--- src/verilog/me_cfg.svh ---
`ifndef ME_CFG_SVH
`define ME_CFG_SVH

// --------------------
// operand width
// --------------------
`define ME_WIDTH 32

// counts bit positions and the 2*ME_WIDTH doublings of the rou generator
`define ME_BIT_CNT_W 7

`endif

--- src/verilog/me_pkg.sv ---
`include "me_cfg.svh"

package me_pkg;

    // one operand or result word
    typedef logic [`ME_WIDTH-1:0] me_word_t;

    // montgomery accumulator, two guard bits
    typedef logic [`ME_WIDTH+1:0] me_acc_t;

    // operand set captured while idle
    typedef struct packed {
        me_word_t x;
        me_word_t y;
        me_word_t m;
    } me_operands_t;

    // multiplier request, computes a*b/R mod m
    typedef struct packed {
        me_word_t a;
        me_word_t b;
        me_word_t m;
    } mm_req_t;

endpackage

--- src/verilog/me_rou_gen.sv ---
`timescale 1ns/1ns
`include "me_cfg.svh"

module me_rou_gen (
    input  logic             clk,
    input  logic             rst_n,
    input  logic             rou_start,
    input  me_pkg::me_word_t modulus,
    output me_pkg::me_word_t rou,
    output logic             rou_done
);
    import me_pkg::*;

    localparam logic [`ME_BIT_CNT_W-1:0] LAST_DBL = (`ME_BIT_CNT_W)'(2 * `ME_WIDTH - 1);

    logic                     busy;
    logic [`ME_BIT_CNT_W-1:0] dbl_cnt;
    logic [`ME_WIDTH:0]       dbl;
    logic [`ME_WIDTH:0]       dbl_red;

    // double, then fold back below m
    assign dbl     = {rou, 1'b0};
    assign dbl_red = (dbl >= {1'b0, modulus}) ? dbl - {1'b0, modulus} : dbl;

    // --------------------
    // doubling counter
    // --------------------
    always_ff @(posedge clk or negedge rst_n) begin
        if (!rst_n) begin
            busy     <= 1'b0;
            dbl_cnt  <= '0;
            rou_done <= 1'b0;
        end else begin
            rou_done <= 1'b0;
            if (rou_start) begin
                busy    <= 1'b1;
                dbl_cnt <= '0;
            end else if (busy) begin
                dbl_cnt <= dbl_cnt + 1'b1;
                if (dbl_cnt == LAST_DBL) begin
                    busy     <= 1'b0;
                    rou_done <= 1'b1;
                end
            end
        end
    end

    // working value, ends as 2^(2*width) mod m
    always_ff @(posedge clk) begin
        if (rou_start) begin
            rou <= me_word_t'(1);
        end else if (busy) begin
            rou <= dbl_red[`ME_WIDTH-1:0];
        end
    end

    // modulus is held by the controller over the whole run
    a_rou_below_mod: assert property (@(posedge clk) disable iff (!rst_n)
        rou_done |-> (rou < modulus));

endmodule

--- src/verilog/me_mont_mul.sv ---
`timescale 1ns/1ns
`include "me_cfg.svh"

module me_mont_mul (
    input  logic             clk,
    input  logic             rst_n,
    input  logic             mm_start,
    input  me_pkg::mm_req_t  mm_req,
    output me_pkg::me_word_t mm_res,
    output logic             mm_done
);
    import me_pkg::*;

    localparam logic [`ME_BIT_CNT_W-1:0] LAST_ITER = (`ME_BIT_CNT_W)'(`ME_WIDTH);

    logic                     busy;
    logic [`ME_BIT_CNT_W-1:0] iter_cnt;
    me_word_t                 a_sh;
    me_acc_t                  acc;
    me_acc_t                  acc_first;
    me_acc_t                  acc_next;
    me_acc_t                  acc_red;

    // one radix-2 step: add b on the a bit, make even with m, halve
    function automatic me_acc_t mm_step(input me_acc_t  acc_in,
                                        input logic     a_bit,
                                        input me_word_t b_in,
                                        input me_word_t m_in);
        me_acc_t sum;
        sum = acc_in;
        if (a_bit) begin
            sum = sum + {2'b00, b_in};
        end
        if (sum[0]) begin
            sum = sum + {2'b00, m_in};
        end
        return sum >> 1;
    endfunction

    // first step runs on the start edge straight from the request
    assign acc_first = mm_step('0, mm_req.a[0], mm_req.b, mm_req.m);
    assign acc_next  = mm_step(acc, a_sh[0], mm_req.b, mm_req.m);

    // acc < 2m here, one subtraction is enough
    assign acc_red = (acc >= {2'b00, mm_req.m}) ? acc - {2'b00, mm_req.m} : acc;

    // --------------------
    // iteration control
    // --------------------
    always_ff @(posedge clk or negedge rst_n) begin
        if (!rst_n) begin
            busy     <= 1'b0;
            iter_cnt <= '0;
            mm_done  <= 1'b0;
        end else begin
            mm_done <= 1'b0;
            if (mm_start) begin
                busy     <= 1'b1;
                iter_cnt <= (`ME_BIT_CNT_W)'(1);
            end else if (busy) begin
                if (iter_cnt == LAST_ITER) begin
                    busy    <= 1'b0;
                    mm_done <= 1'b1;
                end else begin
                    iter_cnt <= iter_cnt + 1'b1;
                end
            end
        end
    end

    // datapath
    always_ff @(posedge clk) begin
        if (mm_start) begin
            acc  <= acc_first;
            a_sh <= mm_req.a >> 1;
        end else if (busy) begin
            if (iter_cnt == LAST_ITER) begin
                mm_res <= acc_red[`ME_WIDTH-1:0];
            end else begin
                acc  <= acc_next;
                a_sh <= a_sh >> 1;
            end
        end
    end

    a_no_overlap: assert property (@(posedge clk) disable iff (!rst_n)
        mm_start |-> !busy);

    a_res_reduced: assert property (@(posedge clk) disable iff (!rst_n)
        mm_done |-> (mm_res < mm_req.m));

endmodule

--- src/verilog/me_ctrl.sv ---
`timescale 1ns/1ns
`include "me_cfg.svh"

module me_ctrl (
    input  logic             clk,
    input  logic             rst_n,
    input  logic             me_start,
    input  logic             me_x_valid,
    input  logic             me_y_valid,
    input  logic             me_m_valid,
    input  me_pkg::me_word_t me_x,
    input  me_pkg::me_word_t me_y,
    input  me_pkg::me_word_t me_m,
    input  me_pkg::me_word_t rou,
    input  logic             rou_done,
    input  me_pkg::me_word_t mm_res,
    input  logic             mm_done,
    output me_pkg::me_word_t modulus,
    output logic             rou_start,
    output me_pkg::mm_req_t  mm_req,
    output logic             mm_start,
    output me_pkg::me_word_t me_result,
    output logic             me_valid,
    output logic             me_busy
);
    import me_pkg::*;

    typedef enum logic [2:0] {
        ST_IDLE,
        ST_ROU,
        ST_TO_MONT,
        ST_LOAD_X,
        ST_SQUARE,
        ST_MULTIPLY,
        ST_FINAL
    } state_t;

    localparam logic [`ME_BIT_CNT_W-1:0] MSB_IDX = (`ME_BIT_CNT_W)'(`ME_WIDTH - 1);
    localparam me_word_t                 ONE     = me_word_t'(1);

    state_t                   state;
    logic [`ME_BIT_CNT_W-1:0] bit_cnt;
    me_operands_t             ops;
    me_word_t                 result;
    me_word_t                 result2;
    logic                     cur_bit;
    logic                     last_bit;

    assign modulus  = ops.m;
    assign cur_bit  = ops.y[bit_cnt[$clog2(`ME_WIDTH)-1:0]];
    assign last_bit = (bit_cnt == '0);

    // --------------------
    // multiplier operands
    // --------------------
    always_comb begin
        mm_req.m = ops.m;
        case (state)
            ST_TO_MONT: begin
                // into montgomery form: 1 * R
                mm_req.a = rou;
                mm_req.b = ONE;
            end
            ST_LOAD_X: begin
                mm_req.a = ops.x;
                mm_req.b = rou;
            end
            ST_SQUARE: begin
                mm_req.a = result;
                mm_req.b = result;
            end
            ST_MULTIPLY: begin
                mm_req.a = result;
                mm_req.b = result2;
            end
            default: begin
                // final step leaves montgomery form
                mm_req.a = result;
                mm_req.b = ONE;
            end
        endcase
    end

    // --------------------
    // exponent scan FSM
    // --------------------
    always_ff @(posedge clk or negedge rst_n) begin
        if (!rst_n) begin
            state     <= ST_IDLE;
            bit_cnt   <= '0;
            rou_start <= 1'b0;
            mm_start  <= 1'b0;
            me_valid  <= 1'b0;
            me_busy   <= 1'b0;
        end else begin
            rou_start <= 1'b0;
            mm_start  <= 1'b0;
            me_valid  <= 1'b0;
            case (state)
                ST_IDLE: begin
                    if (me_start) begin
                        state     <= ST_ROU;
                        rou_start <= 1'b1;
                        me_busy   <= 1'b1;
                    end
                end
                ST_ROU: begin
                    if (rou_done) begin
                        state    <= ST_TO_MONT;
                        mm_start <= 1'b1;
                    end
                end
                ST_TO_MONT: begin
                    if (mm_done) begin
                        state    <= ST_LOAD_X;
                        mm_start <= 1'b1;
                    end
                end
                ST_LOAD_X: begin
                    if (mm_done) begin
                        state    <= ST_SQUARE;
                        bit_cnt  <= MSB_IDX;
                        mm_start <= 1'b1;
                    end
                end
                ST_SQUARE: begin
                    if (mm_done) begin
                        mm_start <= 1'b1;
                        if (cur_bit) begin
                            state <= ST_MULTIPLY;
                        end else if (last_bit) begin
                            state <= ST_FINAL;
                        end else begin
                            bit_cnt <= bit_cnt - 1'b1;
                        end
                    end
                end
                ST_MULTIPLY: begin
                    if (mm_done) begin
                        mm_start <= 1'b1;
                        if (last_bit) begin
                            state <= ST_FINAL;
                        end else begin
                            state   <= ST_SQUARE;
                            bit_cnt <= bit_cnt - 1'b1;
                        end
                    end
                end
                ST_FINAL: begin
                    if (mm_done) begin
                        state    <= ST_IDLE;
                        me_valid <= 1'b1;
                        me_busy  <= 1'b0;
                    end
                end
                default: begin
                    state <= ST_IDLE;
                end
            endcase
        end
    end

    // operand capture and intermediate words
    always_ff @(posedge clk) begin
        if (state == ST_IDLE) begin
            if (me_x_valid) begin
                ops.x <= me_x;
            end
            if (me_y_valid) begin
                ops.y <= me_y;
            end
            if (me_m_valid) begin
                ops.m <= me_m;
            end
        end
        if (mm_done) begin
            case (state)
                ST_LOAD_X: begin
                    result2 <= mm_res;
                end
                ST_FINAL: begin
                    me_result <= mm_res;
                end
                ST_TO_MONT, ST_SQUARE, ST_MULTIPLY: begin
                    result <= mm_res;
                end
                default: begin
                end
            endcase
        end
    end

    // montgomery reduction needs an odd modulus for the whole run
    a_mod_odd: assert property (@(posedge clk) disable iff (!rst_n)
        (state == ST_IDLE && me_start) |=> modulus[0]);

endmodule

--- src/verilog/me_top.sv ---
`timescale 1ns/1ns

module me_top (
    input  logic             clk,
    input  logic             rst_n,
    input  logic             me_start,
    input  logic             me_x_valid,
    input  logic             me_y_valid,
    input  logic             me_m_valid,
    input  me_pkg::me_word_t me_x,
    input  me_pkg::me_word_t me_y,
    input  me_pkg::me_word_t me_m,
    output me_pkg::me_word_t me_result,
    output logic             me_valid,
    output logic             me_busy
);
    import me_pkg::*;

    // controller to rou generator
    me_word_t modulus;
    logic     rou_start;
    me_word_t rou;
    logic     rou_done;

    // controller to multiplier
    mm_req_t  mm_req;
    logic     mm_start;
    me_word_t mm_res;
    logic     mm_done;

    me_ctrl u_ctrl (
        .clk        (clk),
        .rst_n      (rst_n),
        .me_start   (me_start),
        .me_x_valid (me_x_valid),
        .me_y_valid (me_y_valid),
        .me_m_valid (me_m_valid),
        .me_x       (me_x),
        .me_y       (me_y),
        .me_m       (me_m),
        .rou        (rou),
        .rou_done   (rou_done),
        .mm_res     (mm_res),
        .mm_done    (mm_done),
        .modulus    (modulus),
        .rou_start  (rou_start),
        .mm_req     (mm_req),
        .mm_start   (mm_start),
        .me_result  (me_result),
        .me_valid   (me_valid),
        .me_busy    (me_busy)
    );

    me_rou_gen u_rou (
        .clk       (clk),
        .rst_n     (rst_n),
        .rou_start (rou_start),
        .modulus   (modulus),
        .rou       (rou),
        .rou_done  (rou_done)
    );

    me_mont_mul u_mm (
        .clk      (clk),
        .rst_n    (rst_n),
        .mm_start (mm_start),
        .mm_req   (mm_req),
        .mm_res   (mm_res),
        .mm_done  (mm_done)
    );

endmodule

--- config.mk ---
export PLATFORM = sky130hd
export DESIGN_NAME = me_top
export DESIGN_NICKNAME = d
export VERILOG_FILES = /design/src/verilog/me_pkg.sv /design/src/verilog/me_rou_gen.sv /design/src/verilog/me_mont_mul.sv /design/src/verilog/me_ctrl.sv /design/src/verilog/me_top.sv
export VERILOG_INCLUDE_DIRS = /design/src /design/src/verilog
export SDC_FILE = /design/constraint.sdc
export NUM_CORES = 1
export LEC_CHECK = 0
export BUFFER_PORTS_ARGS = -buffer_cell sky130_fd_sc_hd__buf_2
export CORE_ASPECT_RATIO = 0.5
export CORE_MARGIN = 1.5
export CORE_UTILIZATION = 35
export DETAILED_ROUTE_END_ITERATION = 10
export HOLD_SLACK_MARGIN = 0.15
export PLACE_DENSITY = 0.48
export SLEW_MARGIN = 5
export SYNTH_ARGS = -nofsm -noshare
export SYNTH_HDL_FRONTEND = slang
export SYNTH_SLANG_ARGS = --single-unit
--- constraint.sdc ---
create_clock -name clk -period 8.15 [get_ports clk]
set_clock_uncertainty 0.2 [all_clocks]
set_input_delay 0.815 -clock clk [delete_from_list [all_inputs] [get_ports clk]]
set_output_delay 0.815 -clock clk [all_outputs]
set_load 0.01 [all_outputs]
==> summary.md <==
| Metric | Value |
|---|---|
| Status | complete, no violations |
| RSZ-0062 raised after global routing | false |
| Core area | 67,400 um^2 |
| Die height | 188 um |
| Starting Density | 35.6% |
| Largest net degree at the start of global routing | 64 |
| Rows | 67 |
| Distinct cells, synth | 87 |
| Ports | roughly 140 |
| Min Clock Period, post-route | ~7.4 ns |
| Via/cell ratio | 5.72 |
| Maximum VDD drop | 0.000116 V |
| Antenna Nets Post-Route | 0 |
| Buffers added on ports | 135 |
| Yosys warning total | 0 |
| Fin Hold WS | 0.192 ns |
| Pwr/cell area | 140 nW/um^2 |
| Final nets | 2,874 |
| Vias in the first global route | between 15,000 and 20,000 |
| Initial antenna violation count | 1 |
| Grt total ovfl | 0 |
| CP Depth | 25 |
| CP startpoint kind | register |
| Dpl cells | 3,456 |
| Gate Count Post-Synth | 2,498 |
| Initial DRC Count | 1,969 |
| Fmax | roughly 140 MHz |
| Post-DP HPWL | 63.6 mm |
| Number of synthesized flops with an enable pin | about 290 |
| R2R depth | 25 |
| Multi-input gate area | 13,200 um^2 |
| Final WL | 83.2 mm |
| # setup viols final | 0 |
| FF/Latch Area | 10,100 um^2 |
| CP max-delay cell | dfrtp_1 |
| Buf+Inv Stages, Crit Path | 2 |
| DRC | 0 |
| Max-cap violations | 0 |
| Slew Viols, Final | 0 |
| H-tree levels | 2 |
| Clk Latency, worst-skew pair | 0.59 ns |
| GRT Util Overall | between 20% and 30% |
| Most frequent cells in the layout | edfxtp_1, nor2_1, a21oi_1 |
| Sink Count | 352 |
| WP data required | roughly 8.3 ns |
| Synth-to-layout area growth | 12.2% |
| CP Class | reg2reg |
| GPL Wtd Cong | 0.943 |
| CP max stage delay | 0.59 ns |
| Setup Buffers After CTS | 0 |
| Cell Area, Placed | between 20,000 and 30,000 um^2 |
| Root Buffer | clkbuf_16 |
| Pwr Total | 0.00376 W |
| Top delay family on crit path | compound AO/OA/AOI/OAI gates |
| Max_slew headroom | 28.3% |
| Setup TNS | 0 ns |
| Flop and latch count out of synthesis | approximately 350 |
| Crit path arrival time | 7.50 ns |
| Die width | 373 um |
| Deepest clock path buffer count | 3 |
| Final hold violation count | 0 |
| Worst hold stages | 1 |
| Ys async rst share | 9.09% |
| Share of cells above drive strength 1 | 12.2% |
| Final cell count without fillers | about 3,500 |
| Mean Syn Cell Area | 9.60 um^2 |
| First-pass GRT wire length | 123 mm |
| Most used DFF post-synth | edfxtp_1 |
| WL/cell | 23.6 um |
| First-pass DRT Iterations | 5 |
| Via count | between 20,000 and 25,000 |
| Syn_nets | 2,772 |
| Post-route cell area | 26,900 um^2 |
| Num CTS Buffers | 38 |
| Sequential fraction of the synthesis area | 42.1% |
| Clock tree from TritonCTS | built |
| Leak | 10.8 nW |
| Die area | 70,200 um^2 |
| Fin crit share | 90.4% |
| HP Class | in2reg |
| Reg clk slew, reported paths | 0.07 ns |
| FILL cells | 6,708 |
| Worst-Margin Slew | 1.08 ns |
| Worst Path Max Fanout | 37 |
| Commonest non-fill, non-tap cell in the layout | edfxtp_1 |
| Crit path capture type | register |
| Mapped cell area | 24,000 um^2 |
## timing repair
action | CTS | global route
hold buffers | 1 | 0
hold endpoints to repair | 32 | 0
setup endpoints to repair | 0 | 0
gates resized for setup | 0 | 0
## power breakdown
part           leakage, nW  internal, W  switching (W)
clock                0.612     0.000968       0.000835
combinational         7.06    0.0000171      0.0000113
sequential            3.17      0.00193              0
## cell type report
cell class / instances / area share [%]
Inverter: 94 / 1.31
Clock inverter: 25 / 0.870
Clock buffer: 45 / 3.75
Multi-Input combinational cell: 1946 / 48.9
Antenna cell: 1 / 0.00930
Tap cell: 897 / 4.17
Timing Repair Buffer: 168 / 3.44
Sequential cell: 352 / 37.5
## path summary, 6_finish.rpt
path,from,endpoint,slack (ns)
worst max-delay path,u_ctrl.state[1],u_mm.acc[27],0.78
worst min-delay path,me_m[18],u_ctrl.modulus[18],0.19
worst max register to register,u_ctrl.state[1],u_mm.acc[27],0.78
worst min register to register,u_mm.mm_res[22],u_ctrl.result[22],0.28
max in group asynchronous,rst_n,u_ctrl.mm_start,6.48
min in group asynchronous,rst_n,u_mm.iter_cnt[5],0.67
## through the flow
step | setup WS (ns) | utilization (%)
final | 0.780 | 39.9
after global routing | 0.205 | 39.9
after CTS | 0.919 | 39.9
after detailed placement | 0.974 | 38.1
after global placement | 1.07 | 38.1
after floorplan | 1.35 | -
## cells in the mapped netlist (19+ instances only)
| cell | instances | share of area (%) |
|---|---|---|
| or3_1 | 22 | 0.57 |
| nor2_1 | 289 | 4.5 |
| and3_1 | 25 | 0.65 |
| nor3_1 | 51 | 1.1 |
| mux2i_1 | 53 | 2.2 |
| nand3_1 | 48 | 1.0 |
| a21oi_1 | 250 | 5.2 |
| xor2_1 | 48 | 1.8 |
| o21a_1 | 24 | 0.75 |
| ha_1 | 167 | 8.7 |
| a311oi_1 | 29 | 1.1 |
| edfxtp_1 | 288 | 36 |
| inv_1 | 92 | 1.4 |
| o21ai_0 | 109 | 2.3 |
| dfrtp_1 | 32 | 3.3 |
| a211oi_1 | 29 | 0.91 |
| nand2b_1 | 34 | 0.89 |
| a22oi_1 | 35 | 1.1 |
| nor2b_1 | 35 | 0.91 |
| clkbuf_1 | 82 | 1.3 |
| a31oi_1 | 27 | 0.70 |
| nand4_1 | 23 | 0.60 |
| o21bai_1 | 27 | 0.85 |
| o211ai_1 | 19 | 0.59 |
| xnor2_1 | 69 | 2.5 |
| nand2_1 | 197 | 3.1 |
| dfxtp_1 | 32 | 2.7 |
| mux2_2 | 36 | 1.7 |
| a21o_1 | 68 | 2.1 |
## flip-flops by register name, indices dropped and copies added (netlist names), 3 cells and up
| register | cells |
|---|---|
| u_ctrl.ops | 64 |
| u_mm.acc | 33 |
| u_ctrl.me_result | 32 |
| u_ctrl.modulus | 32 |
| u_ctrl.result2 | 32 |
| u_ctrl.result | 32 |
| u_mm.mm_res | 32 |
| u_rou.rou | 32 |
| u_mm.a_sh | 31 |
| u_ctrl.bit_cnt | 7 |
| u_mm.iter_cnt | 7 |
| u_rou.dbl_cnt | 7 |
| u_ctrl.state | 3 |
## metal layers
layer  share of wire (%)  track usage [%]
met1                  53             38.5
met2                  37             29.7
met3                 8.7             4.60
met4                 1.8             5.17
met5                   0                0
## kinds of logic (layout without fill, tap and decap cells)
| group | Yosys count | count (layout) | synth area share, % |
|---|---|---|---|
| compound gates | 760 | 760 | 20.8 |
| xor+xnor | 117 | 117 | 4.27 |
| fa+ha+maj | 172 | 172 | 9.13 |
| buf+inv | 200 | 332 | 3.26 |
| flops | 352 | 352 | 42.1 |
| mux | 100 | 100 | 4.93 |
| other cells | 0 | 1 | 0 |
| simple gates | 797 | 797 | 15.5 |
Power figures use the tool's default switching activity.
